$ cat config.mk
export PLATFORM = sky130hd
export DESIGN_NAME = tcm_enc
export DESIGN_NICKNAME = d
export VERILOG_FILES = /design/src/rtl/tcm_enc_pkg.sv /design/src/rtl/tcm_enc.sv /design/src/rtl/tcm_enc_ctrl.sv /design/src/rtl/tcm_enc_mapper.sv /design/src/rtl/tcm_enc_conv.sv /design/src/rtl/tcm_enc_dfc.sv
export VERILOG_INCLUDE_DIRS = /design/src /design/src/rtl
export SDC_FILE = /design/constraint.sdc
export NUM_CORES = 1
export LEC_CHECK = 0
export BUFFER_PORTS_ARGS = -buffer_cell sky130_fd_sc_hd__clkbuf_2
export CORE_ASPECT_RATIO = 2
export CORE_MARGIN = 4
export CORE_UTILIZATION = 56
export DETAILED_ROUTE_END_ITERATION = 12
export GPL_TIMING_DRIVEN = 1
export PLACE_DENSITY_LB_ADDON = 0.12
export SLEW_MARGIN = 20
export SYNTH_ARGS = -nofsm -noshare
export SYNTH_HDL_FRONTEND = slang
export SYNTH_HIERARCHICAL = 1
export SYNTH_SLANG_ARGS = --single-unit
$ cat constraint.sdc
create_clock -name iclk -period 1.95 [get_ports iclk]
set_clock_uncertainty 0.1 [all_clocks]
set_input_delay 0.195 -clock iclk [delete_from_list [all_inputs] [get_ports iclk]]
set_output_delay 0.195 -clock iclk [all_outputs]
set_load 0.01 [all_outputs]
$ cat src/rtl/tcm_enc_consts.svh
/*
  4D-8PSK TCM encoder constants
  word widths, symbols per 4D word and parity feedback masks
*/
`ifndef TCM_ENC_CONSTS_SVH
`define TCM_ENC_CONSTS_SVH

//--------------------------------------------------------------------
// word widths
//--------------------------------------------------------------------

// information bits, rate code 0 uses all of them
`define TCM_DAT_W       11

// information bits plus one parity bit
`define TCM_CODED_W     12

// 8PSK symbols that make up one 4D word
`define TCM_SYM_PER_4D  4

//--------------------------------------------------------------------
// convolutional coder
//--------------------------------------------------------------------

// state register width
`define TCM_STATE_W     6

// feedback masks, parity bit then information bits 0 and 1
`define TCM_H0          6'h23
`define TCM_H1          6'h0a
`define TCM_H2          6'h14

`endif
$ cat src/rtl/tcm_enc_pkg.sv
/*
  4D-8PSK TCM encoder shared types
*/
`default_nettype none

`include "tcm_enc_consts.svh"

package tcm_enc_pkg;

  //------------------------------------------------------------------
  // input side
  //------------------------------------------------------------------

  // rate code, 0/1/2/3 carry 11/10/9/8 information bits
  typedef logic [1:0] code_t;

  // 4D information word, unused high bits masked by the rate code
  typedef logic [`TCM_DAT_W-1:0] info_t;

  //------------------------------------------------------------------
  // coded side
  //------------------------------------------------------------------

  // information word with parity as bit 0
  typedef logic [`TCM_CODED_W-1:0] coded_t;

  // one 8PSK label
  typedef logic [2:0] label_t;

  // position of a symbol inside its 4D word
  typedef logic [$clog2(`TCM_SYM_PER_4D)-1:0] sym_idx_t;

endpackage

`default_nettype wire

$ cat src/rtl/tcm_enc.sv
/*
  4D-8PSK TCM encoder top
  diff coder, convolutional coder and mapper around the sequencer
*/
`timescale 1ns/1ps
`default_nettype none

module tcm_enc (
  input  logic                 iclk,
  input  logic                 rst_n,
  input  logic                 clkena,
  // rate code, a level
  input  tcm_enc_pkg::code_t   code,
  // symbol rate strobe
  input  logic                 tick,
  // one 4D word per strobe
  input  logic                 word_val,
  input  logic                 word_sop,
  input  logic                 word_eop,
  input  tcm_enc_pkg::info_t   word_dat,
  // 8PSK symbol side
  output logic                 sym_tick,
  output logic                 sym_val,
  output logic                 sym_sop,
  output logic                 sym_eop,
  output tcm_enc_pkg::label_t  sym_dat
);

  //------------------------------------------------------------------
  // internal nets
  //------------------------------------------------------------------

  logic                   dfc_val;
  logic                   dfc_sop;
  logic                   dfc_eop;
  tcm_enc_pkg::info_t     dfc_dat;

  logic                   conv_val;
  logic                   conv_sop;
  logic                   conv_eop;
  tcm_enc_pkg::coded_t    conv_dat;

  // sequencer to mapper
  logic                   load;
  logic                   emit;
  tcm_enc_pkg::sym_idx_t  sel;

  //------------------------------------------------------------------
  // datapath
  //------------------------------------------------------------------

  tcm_enc_dfc dfc (
    .iclk     ( iclk     ) , .rst_n    ( rst_n    ) , .clkena   ( clkena   ) ,
    .code     ( code     ) ,
    .val      ( word_val ) , .sop      ( word_sop ) , .eop      ( word_eop ) ,
    .dat      ( word_dat ) ,
    .dfc_val  ( dfc_val  ) , .dfc_sop  ( dfc_sop  ) , .dfc_eop  ( dfc_eop  ) ,
    .dfc_dat  ( dfc_dat  )
  );

  tcm_enc_conv conv (
    .iclk     ( iclk     ) , .rst_n    ( rst_n    ) , .clkena   ( clkena   ) ,
    .val      ( dfc_val  ) , .sop      ( dfc_sop  ) , .eop      ( dfc_eop  ) ,
    .dat      ( dfc_dat  ) ,
    .conv_val ( conv_val ) , .conv_sop ( conv_sop ) , .conv_eop ( conv_eop ) ,
    .conv_dat ( conv_dat )
  );

  tcm_enc_mapper mapper (
    .iclk     ( iclk     ) , .rst_n    ( rst_n    ) , .clkena   ( clkena   ) ,
    .load     ( load     ) , .word     ( conv_dat ) ,
    .emit     ( emit     ) , .sel      ( sel      ) ,
    .sym_val  ( sym_val  ) , .sym_dat  ( sym_dat  )
  );

  //------------------------------------------------------------------
  // control
  //------------------------------------------------------------------

  tcm_enc_ctrl ctrl (
    .iclk     ( iclk     ) , .rst_n    ( rst_n    ) , .clkena   ( clkena   ) ,
    .tick     ( tick     ) ,
    .conv_val ( conv_val ) , .conv_sop ( conv_sop ) , .conv_eop ( conv_eop ) ,
    .load     ( load     ) , .emit     ( emit     ) , .sel      ( sel      ) ,
    .sym_sop  ( sym_sop  ) , .sym_eop  ( sym_eop  ) , .sym_tick ( sym_tick )
  );

endmodule

`default_nettype wire

$ cat src/rtl/tcm_enc_ctrl.sv
/*
  symbol sequencer
  loads the mapper, emits four symbols on ticks, frame markers
*/
`timescale 1ns/1ps
`default_nettype none

`include "tcm_enc_consts.svh"

module tcm_enc_ctrl (
  input  logic                   iclk,
  input  logic                   rst_n,
  input  logic                   clkena,
  input  logic                   tick,
  input  logic                   conv_val,
  input  logic                   conv_sop,
  input  logic                   conv_eop,
  output logic                   load,
  output logic                   emit,
  output tcm_enc_pkg::sym_idx_t  sel,
  output logic                   sym_sop,
  output logic                   sym_eop,
  output logic                   sym_tick
);

  //------------------------------------------------------------------
  // sequencer state
  //------------------------------------------------------------------

  // symbols of the held word still pending
  logic                   busy;
  tcm_enc_pkg::sym_idx_t  cnt;
  // frame flags of the held word
  logic                   frm_sop;
  logic                   frm_eop;
  // final symbol of the word
  logic                   last;

  // every coded word goes straight into the mapper
  assign load = conv_val;

  // busy only rises after the load cycle
  assign emit = busy & tick;
  assign sel  = cnt;
  assign last = (cnt == tcm_enc_pkg::sym_idx_t'(`TCM_SYM_PER_4D - 1));

  always_ff @(posedge iclk) begin
    if (!rst_n) begin
      busy     <= 1'b0;
      cnt      <= '0;
      frm_sop  <= 1'b0;
      frm_eop  <= 1'b0;
      sym_sop  <= 1'b0;
      sym_eop  <= 1'b0;
      sym_tick <= 1'b0;
    end else if (clkena) begin
      sym_tick <= tick;
      // markers line up with the mapper output register
      sym_sop  <= emit & frm_sop & (cnt == '0);
      sym_eop  <= emit & frm_eop & last;
      if (load) begin
        // new word restarts the count
        busy    <= 1'b1;
        cnt     <= '0;
        frm_sop <= conv_sop;
        frm_eop <= conv_eop;
      end else if (emit) begin
        cnt <= cnt + 1'b1;
        if (last) begin
          busy <= 1'b0;
        end
      end
    end
  end

  //------------------------------------------------------------------
  // checks
  //------------------------------------------------------------------

  // source must leave room for all four symbols of a word
  a_no_overrun : assert property (
    @(posedge iclk) disable iff (!rst_n)
    conv_val |-> !busy
  ) else $error("tcm_enc_ctrl: word arrived with symbols still pending");

endmodule

`default_nettype wire

$ cat src/rtl/tcm_enc_mapper.sv
/*
  8PSK mapper
  holds the coded word, picks one label per emit, Gray codes it
*/
`timescale 1ns/1ps
`default_nettype none

module tcm_enc_mapper (
  input  logic                   iclk,
  input  logic                   rst_n,
  input  logic                   clkena,
  input  logic                   load,
  input  tcm_enc_pkg::coded_t    word,
  input  logic                   emit,
  input  tcm_enc_pkg::sym_idx_t  sel,
  output logic                   sym_val,
  output tcm_enc_pkg::label_t    sym_dat
);

  //------------------------------------------------------------------
  // word holding register
  //------------------------------------------------------------------

  tcm_enc_pkg::coded_t  word_r;
  // natural label and its Gray code
  tcm_enc_pkg::label_t  b;
  tcm_enc_pkg::label_t  gray;

  // loaded once per 4D word
  always_ff @(posedge iclk) begin
    if (clkena && load) begin
      word_r <= word;
    end
  end

  //------------------------------------------------------------------
  // label select and Gray mapping
  //------------------------------------------------------------------

  // label sel sits at bits 3*sel+2 .. 3*sel
  assign b    = word_r[int'(sel) * 3 +: 3];
  // adjacent phases differ by one bit
  assign gray = b ^ (b >> 1);

  // one symbol per emit
  always_ff @(posedge iclk) begin
    if (!rst_n) begin
      sym_val <= 1'b0;
    end else if (clkena) begin
      sym_val <= emit;
    end
  end

  always_ff @(posedge iclk) begin
    if (clkena && emit) begin
      sym_dat <= gray;
    end
  end

endmodule

`default_nettype wire

$ cat src/rtl/tcm_enc_conv.sv
/*
  systematic feedback convolutional coder
  appends one parity bit to the information word
*/
`timescale 1ns/1ps
`default_nettype none

`include "tcm_enc_consts.svh"

module tcm_enc_conv (
  input  logic                 iclk,
  input  logic                 rst_n,
  input  logic                 clkena,
  input  logic                 val,
  input  logic                 sop,
  input  logic                 eop,
  input  tcm_enc_pkg::info_t   dat,
  output logic                 conv_val,
  output logic                 conv_sop,
  output logic                 conv_eop,
  output tcm_enc_pkg::coded_t  conv_dat
);

  //------------------------------------------------------------------
  // encoder state
  //------------------------------------------------------------------

  logic [`TCM_STATE_W-1:0]  state;
  logic [`TCM_STATE_W-1:0]  st_cur;
  logic [`TCM_STATE_W-1:0]  st_nxt;
  // parity bit of the current word
  logic                     p;

  // a frame always starts from the zero state
  assign st_cur = sop ? '0 : state;

  // systematic code, parity comes straight from the state
  assign p = st_cur[0];

  // shift right, then fold in the feedback taps
  assign st_nxt = (st_cur >> 1)
                ^ (p      ? `TCM_H0 : '0)
                ^ (dat[0] ? `TCM_H1 : '0)
                ^ (dat[1] ? `TCM_H2 : '0);

  //------------------------------------------------------------------
  // registers
  //------------------------------------------------------------------

  always_ff @(posedge iclk) begin
    if (!rst_n) begin
      conv_val <= 1'b0;
      conv_sop <= 1'b0;
      conv_eop <= 1'b0;
      state    <= '0;
    end else if (clkena) begin
      conv_val <= val;
      conv_sop <= sop;
      conv_eop <= eop;
      if (val) begin
        state <= st_nxt;
      end
    end
  end

  // coded word, parity goes to bit 0
  always_ff @(posedge iclk) begin
    if (clkena && val) begin
      conv_dat <= {dat, p};
    end
  end

  // frame markers from the diff coder must ride on a word
  a_flag_with_val : assert property (
    @(posedge iclk) disable iff (!rst_n)
    (sop || eop) |-> val
  ) else $error("tcm_enc_conv: sop/eop seen without val");

endmodule

`default_nettype wire

$ cat src/rtl/tcm_enc_dfc.sv
/*
  differential coder
  masks unused bits per rate code, diff codes bits 3:2
*/
`timescale 1ns/1ps
`default_nettype none

`include "tcm_enc_consts.svh"

module tcm_enc_dfc (
  input  logic                iclk,
  input  logic                rst_n,
  input  logic                clkena,
  input  tcm_enc_pkg::code_t  code,
  input  logic                val,
  input  logic                sop,
  input  logic                eop,
  input  tcm_enc_pkg::info_t  dat,
  output logic                dfc_val,
  output logic                dfc_sop,
  output logic                dfc_eop,
  output tcm_enc_pkg::info_t  dfc_dat
);

  //------------------------------------------------------------------
  // rate masking
  //------------------------------------------------------------------

  tcm_enc_pkg::info_t  mask;
  tcm_enc_pkg::info_t  dat_m;
  // differential accumulator and its next value
  logic [1:0]          acc;
  logic [1:0]          d;

  // keep bits 10-code down to 0
  assign mask  = {`TCM_DAT_W{1'b1}} >> code;
  assign dat_m = dat & mask;

  //------------------------------------------------------------------
  // differential coding of bits 3:2
  //------------------------------------------------------------------

  // modulo 4 sum, restarts from zero on a sop word
  assign d = (sop ? 2'd0 : acc) + dat_m[3:2];

  // control and accumulator
  always_ff @(posedge iclk) begin
    if (!rst_n) begin
      dfc_val <= 1'b0;
      dfc_sop <= 1'b0;
      dfc_eop <= 1'b0;
      acc     <= 2'd0;
    end else if (clkena) begin
      dfc_val <= val;
      // markers only count with a word
      dfc_sop <= val & sop;
      dfc_eop <= val & eop;
      if (val) begin
        acc <= d;
      end
    end
  end

  // payload, coded pair replaces bits 3:2
  always_ff @(posedge iclk) begin
    if (clkena && val) begin
      dfc_dat <= {dat_m[`TCM_DAT_W-1:4], d, dat_m[1:0]};
    end
  end

endmodule

`default_nettype wire

== Word level (Yosys, flattened, before mapping) ==
Cells that the tools add are included.

* Shift-type cells: 2
* Equal/unequal tests: 1
* Reduce and logical (&&, ||, !) cells: 12
* Bitwise operators: 12
* Add/sub/neg operators: 2
* Mux-type cells: 10
* $mul: 1

{| class="wikitable"
|+ Operators with widths
! cell !! count
|-
| 12-bit by 32-bit indexed part select with 3-bit output || 1
|-
| 6-bit 2-to-1 mux || 2
|-
| 6-bit XOR || 2
|-
| 11-bit bitwise AND || 1
|-
| 11-bit by 2-bit >> shifter with 11-bit output (first input constant) || 1
|-
| 2-bit AND reduction || 4
|-
| 1-bit bitwise AND || 7
|-
| 2-bit 2-to-1 mux || 3
|-
| 5-bit by 6-bit XOR with 6-bit output || 1
|-
| 5-bit 2-to-1 mux || 1
|-
| 1-bit logical AND || 4
|-
| 2-bit by 2-bit multiplier with 4-bit output (second input constant) || 1
|-
| 4-bit 2-to-1 mux || 1
|-
| 2-bit nonzero test || 2
|-
| 1-bit 2-to-1 mux || 3
|-
| 3-bit AND reduction || 1
|-
| 3-bit by 2-bit XOR with 3-bit output || 1
|-
| 2-bit by 1-bit adder with 2-bit output (second input constant) || 1
|-
| 2-bit adder || 1
|-
| 2-bit == test (second input constant) || 1
|-
| 2-bit zero test || 1
|}

* Register bits after elaboration: 61
* Input bits: 20
* Output and inout port bits: 7
* Logic and storage cells: 60

== Logic depth before layout (Yosys ltp) ==
* Depth after elaboration: 5
* Depth in mapped cells: 5

== Modules after synthesis ==
Netlist, hierarchy kept.

{| class="wikitable"
|+ By module, submodules not included
! module !! cells an instance !! area each (um^2) !! instances
|-
| tcm_enc_conv || 55 || 745.7 || 1
|-
| tcm_enc_dfc || 42 || 613.1 || 1
|-
| tcm_enc_mapper || 25 || 585.6 || 1
|-
| tcm_enc_ctrl || 41 || 372.9 || 1
|}

== Worst setup path after synthesis ==
Ideal clock, no wire load.

* Path kind: register to register
* From: register ctrl.cnt[0], in the netlist ctrl/sel[0]
* To: register mapper.sym_dat[0], data pin
* Stages on the path, launching flop included: 3
* Slack: 0.415 ns
* Data arrival time: 1.178 ns
* Cell sequence: dfxtp_1 > mux4_1 > xor2_1

* Word-level cells in the longest chain between the ends: 3

{| class="wikitable"
|+ Ends and longest elaborated chain
! element !! line !! source
|-
| start, declared || tcm_enc_ctrl.sv:32 || <nowiki>tcm_enc_pkg::sym_idx_t cnt;</nowiki>
|-
| start signal, assigned || tcm_enc_ctrl.sv:68 || <nowiki>cnt <= cnt + 1'b1;</nowiki>
|-
| 2-bit by 2-bit multiplier with 4-bit output || tcm_enc_mapper.sv:41 || <nowiki>assign b = word_r[int'(sel) * 3 +: 3];</nowiki>
|-
| 12-bit by 32-bit indexed part select with 3-bit output || tcm_enc_mapper.sv:41 ||
|-
| 3-bit by 2-bit XOR with 3-bit output || tcm_enc_mapper.sv:43 || <nowiki>assign gray = b ^ (b >> 1);</nowiki>
|-
| net mapper.gray[0] || tcm_enc_mapper.sv:27 || <nowiki>tcm_enc_pkg::label_t gray;</nowiki>
|-
| end signal, assigned || tcm_enc_mapper.sv:56 || <nowiki>sym_dat <= gray;</nowiki>
|-
| end, declared || tcm_enc_mapper.sv:17 || <nowiki>output tcm_enc_pkg::label_t sym_dat</nowiki>
|}

The timed path passes the listed nets, and every way through them passes these cells.
A chain may end at the register's enable or synchronous reset.

== Worst setup path after layout ==
Same ends and word-level chain as after synthesis.

==> qor.yml <==
synth.area.mux_share_pct: 4.374
syn_to_final_growth_pct: 19.06
vdd_ir_drop_max_uv: 583.9
yosysUniqueCellTypes: 38
postCtsSetupBuffers: 0
yosysSeqAreaShare_pct: 69.11
syn-instance-count: 163
r2r_start: "ctrl/sel[0]"
critPathBufInv: 0
vias_per_cell: 5.332
clk_latency_ns: 0.32
grtUsageMet1_pct: 16.41
cp-startpoint: "ctrl/sel[0]"
antenna_found_initial: 0
synth_edf_count: 38
htree_num_levels: 3
portBuffers: 26
yosys.area_share.simple_pct: 11.77
finalWirelength_um: 3723
post-route-drc-count: 0
grt_max_degree: 22
die_y_um: 98.97
final_nets: 229
rsz0062_at_grt: "no"
cts_tree: "yes"
ys_warn_count: 6
nFillCells: 316
setup_viol_count_final: 0
clock_sinks: 61
syn_area_per_cell_um2: 14.22
place_congestion: 0.6778
crit_chain: "mux4_1, xor2_1"
hold_viol: 0
endpoint_kind: "register"
synth.top_cells.by_area: "edfxtp_1, dfxtp_1, a21boi_0"
synth_nets: 186
drt_iter0_drc: 16
io_pins: 27
syn_area_um2: 2317
cp-start-kind: "register"
die_x_um: 53.49
busiest_layer: "met2"
cts-root-buf: "clkbuf_8"
synthAdderAreaFrac_pct: 1.620
dr_total_vias: 1397
max_freq_mhz: 617.9
fin_crit_sh_pct: 82.99
worstMarginPinSlew_ns: 0.5264
min_path_type: "in -> reg"
critPathArrivalTime_ns: 1.59
crit_slowest_cell: "mux4_1"
setup_tns_ns: 0
slowest_delay_ns: 0.62
status: "completed"
grt_pass1_vias: 1493
rows: 32
drive_above_1_share_pct: 22.75
dp_hpwl_um: 2716
cp.required_ns: 1.92
grt_use_total_pct: 17.23
dieArea_um2: 5293
crit_fanout: 7
use_met3_pct: 4.690
yosys.area.top_type: "edfxtp_1"
synth_ff_type: "edfxtp_1"
synth_top_family_by_area: "simple AND/OR/NAND/NOR gates"
min_from: "word_eop"
cts_buffers: 9
cts_resized: 0
max_slew_margin_pct: 64.91
drt_pass1_iterations: 4
final_util_pct: 70.31
ant_nets: 0
synthArstFlopShare_pct: 0
grt_util_met2_pct: 31.03
crit_type: "reg -> reg"
p_total_mw: 2.587
grt_overflow_total: 0
initial_core_util_pct: 59.06
cts.clk_slew.worst_paths_ns: 0.06
final_max_slew_viol_count: 0
maxCapViolCount: 0
period_minus_slack_ns: 1.618
clk_path_buf_depth: 2
synth-compound-area-share_pct: 7.991
crit_family: "multiplexers"
diodes: 0
synth_xor_area_share_pct: 3.348
grt_pass1_wl_um: 6486
coreArea_um2: 3924
power.density_nw_per_um2: 937.6
yosysTopAreaCellShare_pct: 49.24
ys_ff_latch: 61
power_leakage_nw: 0.9908
wire_per_inst_um: 14.21
==> cell families (layout without fill, tap and decap cells) <==
logic type                 Yosys count  after routing
adders and majority gates            3              3
DFF                                 61             61
and+or+nand+nor                     50             50
buffers and inverters                8             56
muxes                                6              6
xor gates and xnor gates             8              8
AOI/OAI and AO/OA                   27             27
==> tightest hold or removal path, cell delays in order <==
cell	delay, ns
clkbuf_2	0.08
nand2_1	0.05
a21boi_0	0.07
==> per-stage QoR <==
step           setup WS, ns  std cells  hold WS, ns  instance area [um^2]
6_report             0.3317        262      0.03010                  2759
5_1_grt              0.2579        262      0.03693                  2759
4_1_cts              0.3183        262      0.01460                  2759
3_5_place_dp         0.3266        240       0.2737                  2507
3_3_place_gp         0.3636        240       0.2720                  2507
2_1_floorplan        0.4146        163       0.1939                  2317
==> cells in the final DEF, fill, tap and decap left out, types with 2 or more instances in the layout <==
master          n
a211oi_1        3
a21boi_0       10
a21oi_1         5
and2_1          2
and2b_1         2
buf_4           2
clkbuf_2       26
clkbuf_8        9
clkinv_1        2
clkinvlp_4      4
dfxtp_1        23
dlygate4sd3_1   6
edfxtp_1       38
ha_1            3
inv_1           5
mux2i_1         3
mux4_2          2
nand2_1        14
nand2_2         2
nand2b_1        4
nand3_1         4
nand4_1         2
nor2_1          6
nor2b_1         7
o21ai_0         4
xnor2_1         5
xor2_1          2
==> final cells by class <==
class                   count  area, um^2  area share, %
clock inverters             6       63.81          2.313
multi-input cells          94       674.4          24.44
well taps                  51       63.81          2.313
clock buffers              10       127.6          4.626
repair buffers             34       205.2          7.438
flip-flops and latches     61        1602          58.05
inverters                   6       22.52         0.8163
==> where the power goes <==
group	total [mW]	internal [mW]	switching (mW)	leakage [nW]
clock network	1.04	0.585	0.460	0.0822
registers	1.43	1.41	0.0192	0.531
logic	0.114	0.0565	0.0580	0.377
total	2.59	2.05	0.537	0.991
==> routing by layer <==
| layer | part of all wire [%] | up-vias |
|---|---|---|
| met5 | 0 | - |
| met4 | 2.5 | 0 |
| met3 | 4.1 | 8 |
| met2 | 59 | 33 |
| met1 | 35 | 675 |
| li1 | - | 681 |
==> registers in the layout, summed over array words and instances, names as in the netlist <==
| name | cells |
|---|---|
| conv/state | 6 |
| mapper/sym_val | 1 |
| ctrl/frm_sop | 1 |
| dfc/dfc_val | 1 |
| mapper/sym_dat | 3 |
| mapper/word_r | 12 |
| dfc/dfc_dat | 11 |
| dfc/acc | 2 |
| dfc/dfc_sop | 1 |
| ctrl/sym_tick | 1 |
| ctrl/frm_eop | 1 |
| dfc/dfc_eop | 1 |
| conv/conv_sop | 1 |
| conv/conv_eop | 1 |
| ctrl/busy | 1 |
| ctrl/sym_sop | 1 |
| ctrl/sel | 2 |
| ctrl/sym_eop | 1 |
| conv/conv_val | 1 |
| conv/conv_dat | 12 |
==> cell usage after synthesis, types with 2 or more instances <==
| library cell | n |
|---|---|
| a211oi_1 | 3 |
| nand3_1 | 4 |
| inv_1 | 5 |
| and2_1 | 2 |
| xor2_1 | 2 |
| a21oi_1 | 5 |
| dfxtp_1 | 23 |
| nor2b_1 | 7 |
| xnor2_1 | 5 |
| edfxtp_1 | 38 |
| mux2i_1 | 3 |
| ha_1 | 3 |
| nand4_1 | 2 |
| nor2_1 | 6 |
| mux4_2 | 2 |
| nand2_2 | 2 |
| nand2b_1 | 4 |
| o21ai_0 | 4 |
| nand2_1 | 14 |
| and2b_1 | 2 |
| a21boi_0 | 10 |
==> what timing repair did <==
item                                    CTS  global route
endpoints found under the setup margin    0             0
hold buffers                              6             0
endpoints found under the hold margin     6             0
==> path summary, 6_finish.rpt <==
path / end / slack (ns) / cells past startpoint
max: mapper/sym_dat[0] / 0.33 / 2
min: dfc/dfc_eop / 0.03 / 3
max reg2reg: mapper/sym_dat[0] / 0.33 / 2
min reg2reg: mapper/word_r[2] / 0.32 / 0
Power figures use the tool's default switching activity.
